$ cat config.mk
export PLATFORM = sky130hd
export DESIGN_NAME = rs_top
export DESIGN_NICKNAME = d
export VERILOG_FILES = /design/src/rs_pkg.sv /design/src/rs_top.sv /design/src/rs_issue_select.sv /design/src/rs_entry_array.sv /design/src/rs_alloc.sv /design/src/pe_mult.sv
export SDC_FILE = /design/constraint.sdc
export NUM_CORES = 1
export LEC_CHECK = 0
export BUFFER_PORTS_ARGS = -buffer_cell sky130_fd_sc_hd__clkbuf_2
export CAP_MARGIN = 30
export CELL_PAD_IN_SITES_DETAIL_PLACEMENT = 0
export CELL_PAD_IN_SITES_GLOBAL_PLACEMENT = 2
export CORE_MARGIN = 2
export CORE_UTILIZATION = 42
export CTS_CLUSTER_DIAMETER = 50
export DETAILED_ROUTE_END_ITERATION = 7
export PLACE_DENSITY_LB_ADDON = 0.05
export SETUP_SLACK_MARGIN = 0.05
export SLEW_MARGIN = 20
export SYNTH_ARGS = -nofsm -noshare
export SYNTH_HDL_FRONTEND = slang
export SYNTH_SLANG_ARGS = --single-unit
$ cat constraint.sdc
create_clock -name clk_i -period 23.3 [get_ports clk_i]
set_clock_uncertainty 0.1 [all_clocks]
set_input_delay 4.66 -clock clk_i [delete_from_list [all_inputs] [get_ports clk_i]]
set_output_delay 4.66 -clock clk_i [all_outputs]
set_load 0.05 [all_outputs]
$ cat src/rs_pkg.sv
/*
 * Shared sizes and types of the reservation station.
 * RTL modules import it inside their bodies and use scoped names in port lists.
 */
package rs_pkg;

    // ------------------------------
    // Sizes
    // ------------------------------
    localparam int RS_ENTRIES = 8;
    localparam int DP_NUM     = 2;
    localparam int IS_NUM     = 2;
    localparam int CDB_NUM    = 2;
    localparam int TAG_W      = 6;
    localparam int FU_NUM     = 5;

    // Derived widths
    localparam int RS_IDX_W   = $clog2(RS_ENTRIES);
    localparam int DP_CNT_W   = $clog2(DP_NUM + 1);
    // Counter wide enough for 0..RS_ENTRIES
    localparam int RS_CNT_W   = $clog2(RS_ENTRIES + 1);

    // ------------------------------
    // Types
    // ------------------------------
    typedef logic [TAG_W-1:0]    tag_t;
    typedef logic [RS_IDX_W-1:0] rs_idx_t;
    typedef logic [DP_CNT_W-1:0] dp_cnt_t;

    // Unit class, also the index into fu_ready_i
    typedef enum logic [2:0] {
        FU_ALU   = 3'd0,
        FU_MULT  = 3'd1,
        FU_LOAD  = 3'd2,
        FU_STORE = 3'd3,
        FU_BR    = 3'd4
    } fu_t;

    // One station entry, 24 bits
    typedef struct packed {
        logic valid;
        fu_t  fu;
        tag_t dest_tag;
        tag_t src1_tag;
        logic src1_rdy;
        tag_t src2_tag;
        logic src2_rdy;
    } rs_entry_t;

endpackage
$ cat src/rs_top.sv
/*
 * Reservation station top level for a single thread.
 * Connects allocation, entry storage and issue selection.
 */
`timescale 1ns/1ps

module rs_top (
    input  logic                                    clk_i,
    input  logic                                    rst_i,
    input  logic                                    flush_i,
    // Dispatch
    input  rs_pkg::dp_cnt_t                         dp_num_i,
    input  rs_pkg::fu_t  [rs_pkg::DP_NUM-1:0]       dp_fu_i,
    input  rs_pkg::tag_t [rs_pkg::DP_NUM-1:0]       dp_tag_i,
    input  rs_pkg::tag_t [rs_pkg::DP_NUM-1:0]       dp_src1_tag_i,
    input  logic [rs_pkg::DP_NUM-1:0]               dp_src1_rdy_i,
    input  rs_pkg::tag_t [rs_pkg::DP_NUM-1:0]       dp_src2_tag_i,
    input  logic [rs_pkg::DP_NUM-1:0]               dp_src2_rdy_i,
    output rs_pkg::dp_cnt_t                         avail_num_o,
    // Common data bus
    input  logic [rs_pkg::CDB_NUM-1:0]              cdb_valid_i,
    input  rs_pkg::tag_t [rs_pkg::CDB_NUM-1:0]      cdb_tag_i,
    // Issue
    input  logic [rs_pkg::FU_NUM-1:0]               fu_ready_i,
    output logic [rs_pkg::IS_NUM-1:0]               is_valid_o,
    output rs_pkg::fu_t  [rs_pkg::IS_NUM-1:0]       is_fu_o,
    output rs_pkg::tag_t [rs_pkg::IS_NUM-1:0]       is_tag_o,
    output rs_pkg::tag_t [rs_pkg::IS_NUM-1:0]       is_src1_tag_o,
    output rs_pkg::tag_t [rs_pkg::IS_NUM-1:0]       is_src2_tag_o
);

    import rs_pkg::*;

    rs_entry_t [RS_ENTRIES-1:0] entries;
    logic [RS_ENTRIES-1:0]      entry_valid;
    logic [RS_ENTRIES-1:0]      issue_sel;
    logic [DP_NUM-1:0]          dp_sel;
    rs_idx_t [DP_NUM-1:0]       dp_entry;

    for (genvar i = 0; i < RS_ENTRIES; i++) begin : g_valid
        assign entry_valid[i] = entries[i].valid;
    end

    rs_alloc u_rs_alloc (
        .dp_num_i      (dp_num_i),
        .entry_valid_i (entry_valid),
        .issue_sel_i   (issue_sel),
        .dp_sel_o      (dp_sel),
        .dp_entry_o    (dp_entry),
        .avail_num_o   (avail_num_o)
    );

    rs_entry_array u_rs_entry_array (
        .clk_i         (clk_i),
        .rst_i         (rst_i),
        .flush_i       (flush_i),
        .dp_fu_i       (dp_fu_i),
        .dp_tag_i      (dp_tag_i),
        .dp_src1_tag_i (dp_src1_tag_i),
        .dp_src1_rdy_i (dp_src1_rdy_i),
        .dp_src2_tag_i (dp_src2_tag_i),
        .dp_src2_rdy_i (dp_src2_rdy_i),
        .dp_sel_i      (dp_sel),
        .dp_entry_i    (dp_entry),
        .cdb_valid_i   (cdb_valid_i),
        .cdb_tag_i     (cdb_tag_i),
        .issue_sel_i   (issue_sel),
        .entries_o     (entries)
    );

    rs_issue_select u_rs_issue_select (
        .entries_i     (entries),
        .fu_ready_i    (fu_ready_i),
        .issue_sel_o   (issue_sel),
        .is_valid_o    (is_valid_o),
        .is_fu_o       (is_fu_o),
        .is_tag_o      (is_tag_o),
        .is_src1_tag_o (is_src1_tag_o),
        .is_src2_tag_o (is_src2_tag_o)
    );

endmodule

$ cat src/rs_issue_select.sv
/*
 * Issue selection.
 * Finds entries with both sources and their unit ready, sends the lowest
 * IS_NUM of them to the issue channels and returns the release mask.
 */
`timescale 1ns/1ps

module rs_issue_select (
    input  rs_pkg::rs_entry_t [rs_pkg::RS_ENTRIES-1:0] entries_i,
    input  logic [rs_pkg::FU_NUM-1:0]               fu_ready_i,
    output logic [rs_pkg::RS_ENTRIES-1:0]           issue_sel_o,
    output logic [rs_pkg::IS_NUM-1:0]               is_valid_o,
    output rs_pkg::fu_t  [rs_pkg::IS_NUM-1:0]       is_fu_o,
    output rs_pkg::tag_t [rs_pkg::IS_NUM-1:0]       is_tag_o,
    output rs_pkg::tag_t [rs_pkg::IS_NUM-1:0]       is_src1_tag_o,
    output rs_pkg::tag_t [rs_pkg::IS_NUM-1:0]       is_src2_tag_o
);

    import rs_pkg::*;

    logic [RS_ENTRIES-1:0]         ready_vec;
    rs_idx_t [IS_NUM-1:0]          is_idx;
    logic [IS_NUM-1:0]             is_found;

    // ------------------------------
    // Ready check
    // ------------------------------
    always_comb begin
        for (int i = 0; i < RS_ENTRIES; i++) begin
            ready_vec[i] = entries_i[i].valid
                        && entries_i[i].src1_rdy
                        && entries_i[i].src2_rdy
                        && fu_ready_i[entries_i[i].fu];
        end
    end

    // Fixed priority, lowest entry first
    pe_mult #(
        .IN_WIDTH (RS_ENTRIES),
        .OUT_NUM  (IS_NUM)
    ) u_issue_pe (
        .bit_i    (ready_vec),
        .enc_o    (is_idx),
        .valid_o  (is_found)
    );

    // ------------------------------
    // Issue routing
    // ------------------------------
    // Encoder fills outputs in order, so channels fill from 0 upward
    always_comb begin
        issue_sel_o   = '0;
        is_valid_o    = '0;
        is_tag_o      = '0;
        is_src1_tag_o = '0;
        is_src2_tag_o = '0;
        for (int c = 0; c < IS_NUM; c++) begin
            is_fu_o[c] = FU_ALU;
            if (is_found[c]) begin
                issue_sel_o[is_idx[c]] = 1'b1;
                is_valid_o[c]          = 1'b1;
                is_fu_o[c]             = entries_i[is_idx[c]].fu;
                is_tag_o[c]            = entries_i[is_idx[c]].dest_tag;
                // Source tags double as register file read addresses
                is_src1_tag_o[c]       = entries_i[is_idx[c]].src1_tag;
                is_src2_tag_o[c]       = entries_i[is_idx[c]].src2_tag;
            end
        end
    end

endmodule

$ cat src/rs_entry_array.sv
/*
 * Entry storage of the reservation station.
 * Per entry priority is flush, dispatch write, issue release, then CDB wakeup.
 * The whole array is visible on entries_o for issue selection.
 */
`timescale 1ns/1ps

module rs_entry_array (
    input  logic                                    clk_i,
    input  logic                                    rst_i,
    input  logic                                    flush_i,
    input  rs_pkg::fu_t  [rs_pkg::DP_NUM-1:0]       dp_fu_i,
    input  rs_pkg::tag_t [rs_pkg::DP_NUM-1:0]       dp_tag_i,
    input  rs_pkg::tag_t [rs_pkg::DP_NUM-1:0]       dp_src1_tag_i,
    input  logic [rs_pkg::DP_NUM-1:0]               dp_src1_rdy_i,
    input  rs_pkg::tag_t [rs_pkg::DP_NUM-1:0]       dp_src2_tag_i,
    input  logic [rs_pkg::DP_NUM-1:0]               dp_src2_rdy_i,
    input  logic [rs_pkg::DP_NUM-1:0]               dp_sel_i,
    input  rs_pkg::rs_idx_t [rs_pkg::DP_NUM-1:0]    dp_entry_i,
    input  logic [rs_pkg::CDB_NUM-1:0]              cdb_valid_i,
    input  rs_pkg::tag_t [rs_pkg::CDB_NUM-1:0]      cdb_tag_i,
    input  logic [rs_pkg::RS_ENTRIES-1:0]           issue_sel_i,
    output rs_pkg::rs_entry_t [rs_pkg::RS_ENTRIES-1:0] entries_o
);

    import rs_pkg::*;

    rs_entry_t [RS_ENTRIES-1:0] entries;
    rs_entry_t [RS_ENTRIES-1:0] dp_word;
    logic [RS_ENTRIES-1:0]      dp_hit;
    logic [RS_ENTRIES-1:0]      wake1;
    logic [RS_ENTRIES-1:0]      wake2;

    // ------------------------------
    // Dispatch routing
    // ------------------------------
    always_comb begin
        dp_hit  = '0;
        dp_word = '0;
        for (int i = 0; i < RS_ENTRIES; i++) begin
            for (int s = 0; s < DP_NUM; s++) begin
                if (dp_sel_i[s] && (dp_entry_i[s] == rs_idx_t'(i))) begin
                    dp_hit[i]           = 1'b1;
                    dp_word[i].valid    = 1'b1;
                    dp_word[i].fu       = dp_fu_i[s];
                    dp_word[i].dest_tag = dp_tag_i[s];
                    dp_word[i].src1_tag = dp_src1_tag_i[s];
                    dp_word[i].src1_rdy = dp_src1_rdy_i[s];
                    dp_word[i].src2_tag = dp_src2_tag_i[s];
                    dp_word[i].src2_rdy = dp_src2_rdy_i[s];
                end
            end
        end
    end

    // ------------------------------
    // CDB tag compare
    // ------------------------------
    // Any valid bus may match either source
    always_comb begin
        wake1 = '0;
        wake2 = '0;
        for (int i = 0; i < RS_ENTRIES; i++) begin
            for (int c = 0; c < CDB_NUM; c++) begin
                if (cdb_valid_i[c] && (cdb_tag_i[c] == entries[i].src1_tag)) begin
                    wake1[i] = 1'b1;
                end
                if (cdb_valid_i[c] && (cdb_tag_i[c] == entries[i].src2_tag)) begin
                    wake2[i] = 1'b1;
                end
            end
        end
    end

    // ------------------------------
    // Entry update
    // ------------------------------
    always_ff @(posedge clk_i) begin
        for (int i = 0; i < RS_ENTRIES; i++) begin
            if (rst_i || flush_i) begin
                entries[i].valid <= 1'b0;
            end else if (dp_hit[i]) begin
                // New instruction, may reuse an entry issuing this cycle
                entries[i] <= dp_word[i];
            end else if (issue_sel_i[i]) begin
                entries[i].valid <= 1'b0;
            end else if (entries[i].valid) begin
                // Ready flags set independently
                if (wake1[i]) begin
                    entries[i].src1_rdy <= 1'b1;
                end
                if (wake2[i]) begin
                    entries[i].src2_rdy <= 1'b1;
                end
            end
        end
    end

    assign entries_o = entries;

endmodule

$ cat src/rs_alloc.sv
/*
 * Entry allocation for dispatch.
 * Picks the lowest free entries for the valid dispatch slots and reports how
 * many entries the dispatcher may fill, saturated at DP_NUM.
 */
`timescale 1ns/1ps

module rs_alloc (
    input  rs_pkg::dp_cnt_t                         dp_num_i,
    input  logic [rs_pkg::RS_ENTRIES-1:0]           entry_valid_i,
    input  logic [rs_pkg::RS_ENTRIES-1:0]           issue_sel_i,
    output logic [rs_pkg::DP_NUM-1:0]               dp_sel_o,
    output rs_pkg::rs_idx_t [rs_pkg::DP_NUM-1:0]    dp_entry_o,
    output rs_pkg::dp_cnt_t                         avail_num_o
);

    import rs_pkg::*;

    logic [RS_ENTRIES-1:0] free_vec;
    logic [DP_NUM-1:0]     free_found;
    logic [RS_CNT_W-1:0]   free_cnt;

    // Entries leaving on an issue channel this cycle count as free
    assign free_vec = ~entry_valid_i | issue_sel_i;

    // ------------------------------
    // Free entry encoder
    // ------------------------------
    pe_mult #(
        .IN_WIDTH (RS_ENTRIES),
        .OUT_NUM  (DP_NUM)
    ) u_free_pe (
        .bit_i    (free_vec),
        .enc_o    (dp_entry_o),
        .valid_o  (free_found)
    );

    // Slot takes its entry only if one was found and the slot is in use
    for (genvar s = 0; s < DP_NUM; s++) begin : g_slot
        assign dp_sel_o[s] = free_found[s] && (dp_cnt_t'(s) < dp_num_i);
    end

    // ------------------------------
    // Available count
    // ------------------------------
    always_comb begin
        free_cnt = '0;
        for (int i = 0; i < RS_ENTRIES; i++) begin
            if (free_vec[i]) begin
                free_cnt = free_cnt + 1'b1;
            end
        end
        // Saturate at the dispatch width
        if (free_cnt >= RS_CNT_W'(DP_NUM)) begin
            avail_num_o = dp_cnt_t'(DP_NUM);
        end else begin
            avail_num_o = dp_cnt_t'(free_cnt);
        end
    end

endmodule

$ cat src/pe_mult.sv
/*
 * Multi-output priority encoder.
 * Reports the indices of the lowest OUT_NUM set bits of bit_i, lowest first,
 * with a valid flag per output.
 */
`timescale 1ns/1ps

module pe_mult #(
    parameter int IN_WIDTH = 8,
    parameter int OUT_NUM  = 2
) (
    input  logic [IN_WIDTH-1:0]                      bit_i,
    output logic [OUT_NUM-1:0][$clog2(IN_WIDTH)-1:0] enc_o,
    output logic [OUT_NUM-1:0]                       valid_o
);

    localparam int IDX_W = $clog2(IN_WIDTH);

    always_comb begin
        logic [IN_WIDTH-1:0] remain;
        remain  = bit_i;
        enc_o   = '0;
        valid_o = '0;
        // One pass per output, each pass takes the lowest remaining bit
        for (int o = 0; o < OUT_NUM; o++) begin
            for (int b = 0; b < IN_WIDTH; b++) begin
                if (!valid_o[o] && remain[b]) begin
                    enc_o[o]   = IDX_W'(b);
                    valid_o[o] = 1'b1;
                    // Hide it from later passes
                    remain[b]  = 1'b0;
                end
            end
        end
    end

endmodule

==> summary.txt <==
STA
  • Final Hold Vio Count: 0
  • Slew margin rel.: 0.347
  • Worst Max-Slew Pin Slew: 0.977 ns
  • Shortest period the worst path allows: approximately 16 ns
  • Fmax: between 60 and 70 MHz
  • Setup TNS: 0 ns
  • Max-slew violations: 0
  • Worst hold slack: 0.757 ns
  • Final Setup Violations: 0
  • Final period util: 0.667
  • RSZ-0062 raised after global routing: no

Clocking
  • Worst-path clk slew: 0.09 ns
  • Clock root cell: clkbuf_16
  • TritonCTS Buffers: 17
  • CTS Buffer Depth: 2
  • Htree depth: 4
  • Post-CTS Hold Fix Bufs: 0
  • Clk Latency, worst-skew pair: ~0.47 ns
  • Postcts setup bufs: 0
  • Clk sinks: 192
  • Post-cts sizing count: 0
  • CTS tree: yes

Floorplanning
  • Die area: approximately 38,000 sq um
  • I/O pin total: approximately 120
  • Cell row count: 69
  • Effective utilization at floorplan: 0.427
  • CORE AREA: ~36,000 sq um
  • Die W: 194 um
  • Die Span Y: 194 um

GRT
  • Met1 Resource Use GR: 0.479
  • First-pass GRT wire length: between 90,000 and 100,000 um
  • Overflow after GRT: 0
  • Vias in the first global route: 12,986
  • Grt met2 use: 0.514
  • Largest net degree at the start of global routing: 44
  • Initial antenna violation count: 0
  • Busiest layer in global routing: met2
  • Met3 global-route usage: 0.0557
  • Total track usage: 0.336

Placement
  • Hpwl dp: 41,700 um
  • Post-DP Area: 16,200 sq um
  • I/O Buffers: ~120
  • GPL Wtd Cong: 0.892

Power
  • Design Power: approximately 0.86 mW
  • Pleak: between 6 and 7 nW
  • VDD IR max: ~0.000055 V
  • Pwr/cell area: slightly above 50 nW/um^2

Logic synthesis
  • Synth Area in Adders: 0.0109
  • Mapped Area: approximately 15,000 sq um
  • Library cells used by synthesis: 90
  • Net count after synthesis: 1,697
  • Combinational family with the most area after synthesis: compound AO/OA/AOI/OAI gates
  • Top-area cell type share of the netlist area: 0.363
  • Syn. warnings: 0
  • Synthesized instance count: roughly 1,600
  • #FFs+latches synth: about 190
  • Post-synthesis sequential area ratio: 0.373
  • Syn_area_per_cell: between 9 and 10 sq um
  • Yosys top cell by area: edfxtp_1
  • Main synth FF type: edfxtp_1
  • Async SR Flop Fraction: 0
  • Synth Area in Simple Gates: 0.141
  • Mux contribution to synthesized area: 0.0791
  • Number of synthesized flops with an enable pin: 184
  • Synth Area in XOR/XNOR: 0.121
  • Post-synthesis compound-gate area fraction: 0.218
  • Top cells by area, synth: edfxtp_1 (36%), mux2i_1 (6.4%), xnor2_1 (6.0%)

Final layout
  • Core Util, Final: 0.470
  • Share of layout cells above drive strength 1: 0.161
  • Storage cell area: between 5000 and 6000 sq um
  • Fin nets: between 1,500 and 2,000
  • Multi-input gate area: 8820 sq um
  • Antenna cells: 0
  • Max reg flops: between 150 and 200
  • Design area: between 15,000 and 20,000 sq um
  • Fillers: between 3,000 and 4,000
  • P&R area growth vs syn: 9.93%

Detailed routing
  • Initial drt markers: ~1,500
  • DRC Markers: 0
  • Vias/cell: 6.53
  • Vias: 13,864
  • DRT Pass-1 Iters: 6
  • Wirelength per Cell: 30.4 um
  • Antenna Nets Post-Route: 0
  • Routed wire length: between 60,000 and 70,000 um

Critical path
  • Worst Setup End Kind: output port
  • Arrival time worst endpoint: 10.78 ns
  • Critical Path Source Type: primary input
  • Kind of critical path: primary input to output port
  • Worst Path Max Fanout: 8
  • Worst endpoint required time: about 19 ns

Worst hold path
  • Hold/Removal Path Class: flip-flop to flip-flop

Outcome
  • Outcome: finished clean

Run
  • Total of max-cap violations: 0
## report_power, final
| part | switching, mW | internal, mW | total [mW] |
|---|---|---|---|
| registers | 0.00665 | 0.382 | 0.389 |
| logic | 0.106 | 0.0645 | 0.171 |
| clock network | 0.159 | 0.145 | 0.305 |
| total | 0.272 | 0.592 | 0.865 |
## per-layer routing
layer | routed length (um) | vias up
li1 | - | 6112
met1 | 28500 | 6891
met2 | 28400 | 742
met3 | 5610 | 119
met4 | 1890 | 0
met5 | 0 | -
## worst max-delay path, cell delays in order
cell      delay [ns]
clkbuf_2        0.19
mux2i_1         0.12
o221ai_1        0.30
nand4_1         0.35
a21boi_1        0.49
inv_1           0.18
fa_1            0.72
ha_1            0.29
inv_1           0.05
nor3_1          0.07
or2_2           0.33
ha_1            0.29
inv_1           0.05
o311ai_0        0.12
o31ai_1         0.16
inv_1           0.09
ha_1            0.30
inv_1           0.04
mux2i_1         0.18
ha_1            0.27
mux2i_1         0.23
inv_1           0.08
ha_1            0.30
or3_1           0.35
a211oi_1        0.24
a41oi_1         0.08
clkbuf_2        0.26
## cell families (layout without fill, tap and decap cells)
group | count (synthesis) | after routing
simple gates | 457 | 457
xor+xnor | 205 | 205
compound gates | 447 | 447
mux | 116 | 116
fa+ha+maj | 13 | 13
flops | 192 | 192
buf+inv | 186 | 231
## metrics by stage
stage	setup slack (ns)	std cells
6_report	7.76	2122
4_1_cts	7.81	2122
5_1_grt	7.33	2122
2_1_floorplan	8.55	1616
3_3_place_gp	7.97	2088
3_5_place_dp	7.83	2090
## worst paths after layout
path | start | endpoint | slack (ns) | cells past startpoint
worst max-delay path | fu_ready_i[4] | avail_num_o[1] | 7.76 | 27
worst min-delay path | u_rs_entry_array.entries_o[23] | u_rs_entry_array.entries_o[23] | 0.76 | 3
worst max register to register | u_rs_entry_array.entries_o[92] | u_rs_entry_array.entries_o[177] | 17.28 | 13
worst min register to register | u_rs_entry_array.entries_o[23] | u_rs_entry_array.entries_o[23] | 0.76 | 3
## cell type report
type / count / share of cell area
multi-input combinational: 1238 / 0.526
clock inverter: 15 / 0.00986
tap: 461 / 0.0344
clock buffer: 17 / 0.0254
timing repair buffer: 156 / 0.0551
sequential: 192 / 0.339
inverter: 43 / 0.00963
## placed cells by master, fill, tap and decap left out, types with 18 or more instances in the layout
cell type,synthesis,final
clkbuf_2,0,115
edfxtp_1,184,184
buf_4,23,39
xor2_1,97,97
o21a_1,27,27
o21ai_0,59,59
nor2_1,148,146
nand4_1,34,34
nor4_1,33,33
a22o_1,84,84
inv_1,43,43
nor3_1,61,59
o21ai_1,19,18
o22ai_1,76,76
a21oi_1,47,44
mux2i_1,98,98
nand2_1,116,115
xnor2_1,104,104
## synthesized netlist by cell type (47+ instances only)
library cell,n
edfxtp_1,184
nor2_1,148
nand2_1,116
xnor2_1,104
mux2i_1,98
xor2_1,97
a22o_1,84
clkbuf_1,79
o22ai_1,76
nor3_1,61
o21ai_0,59
a21oi_1,47
Power figures use the tool's default switching activity.
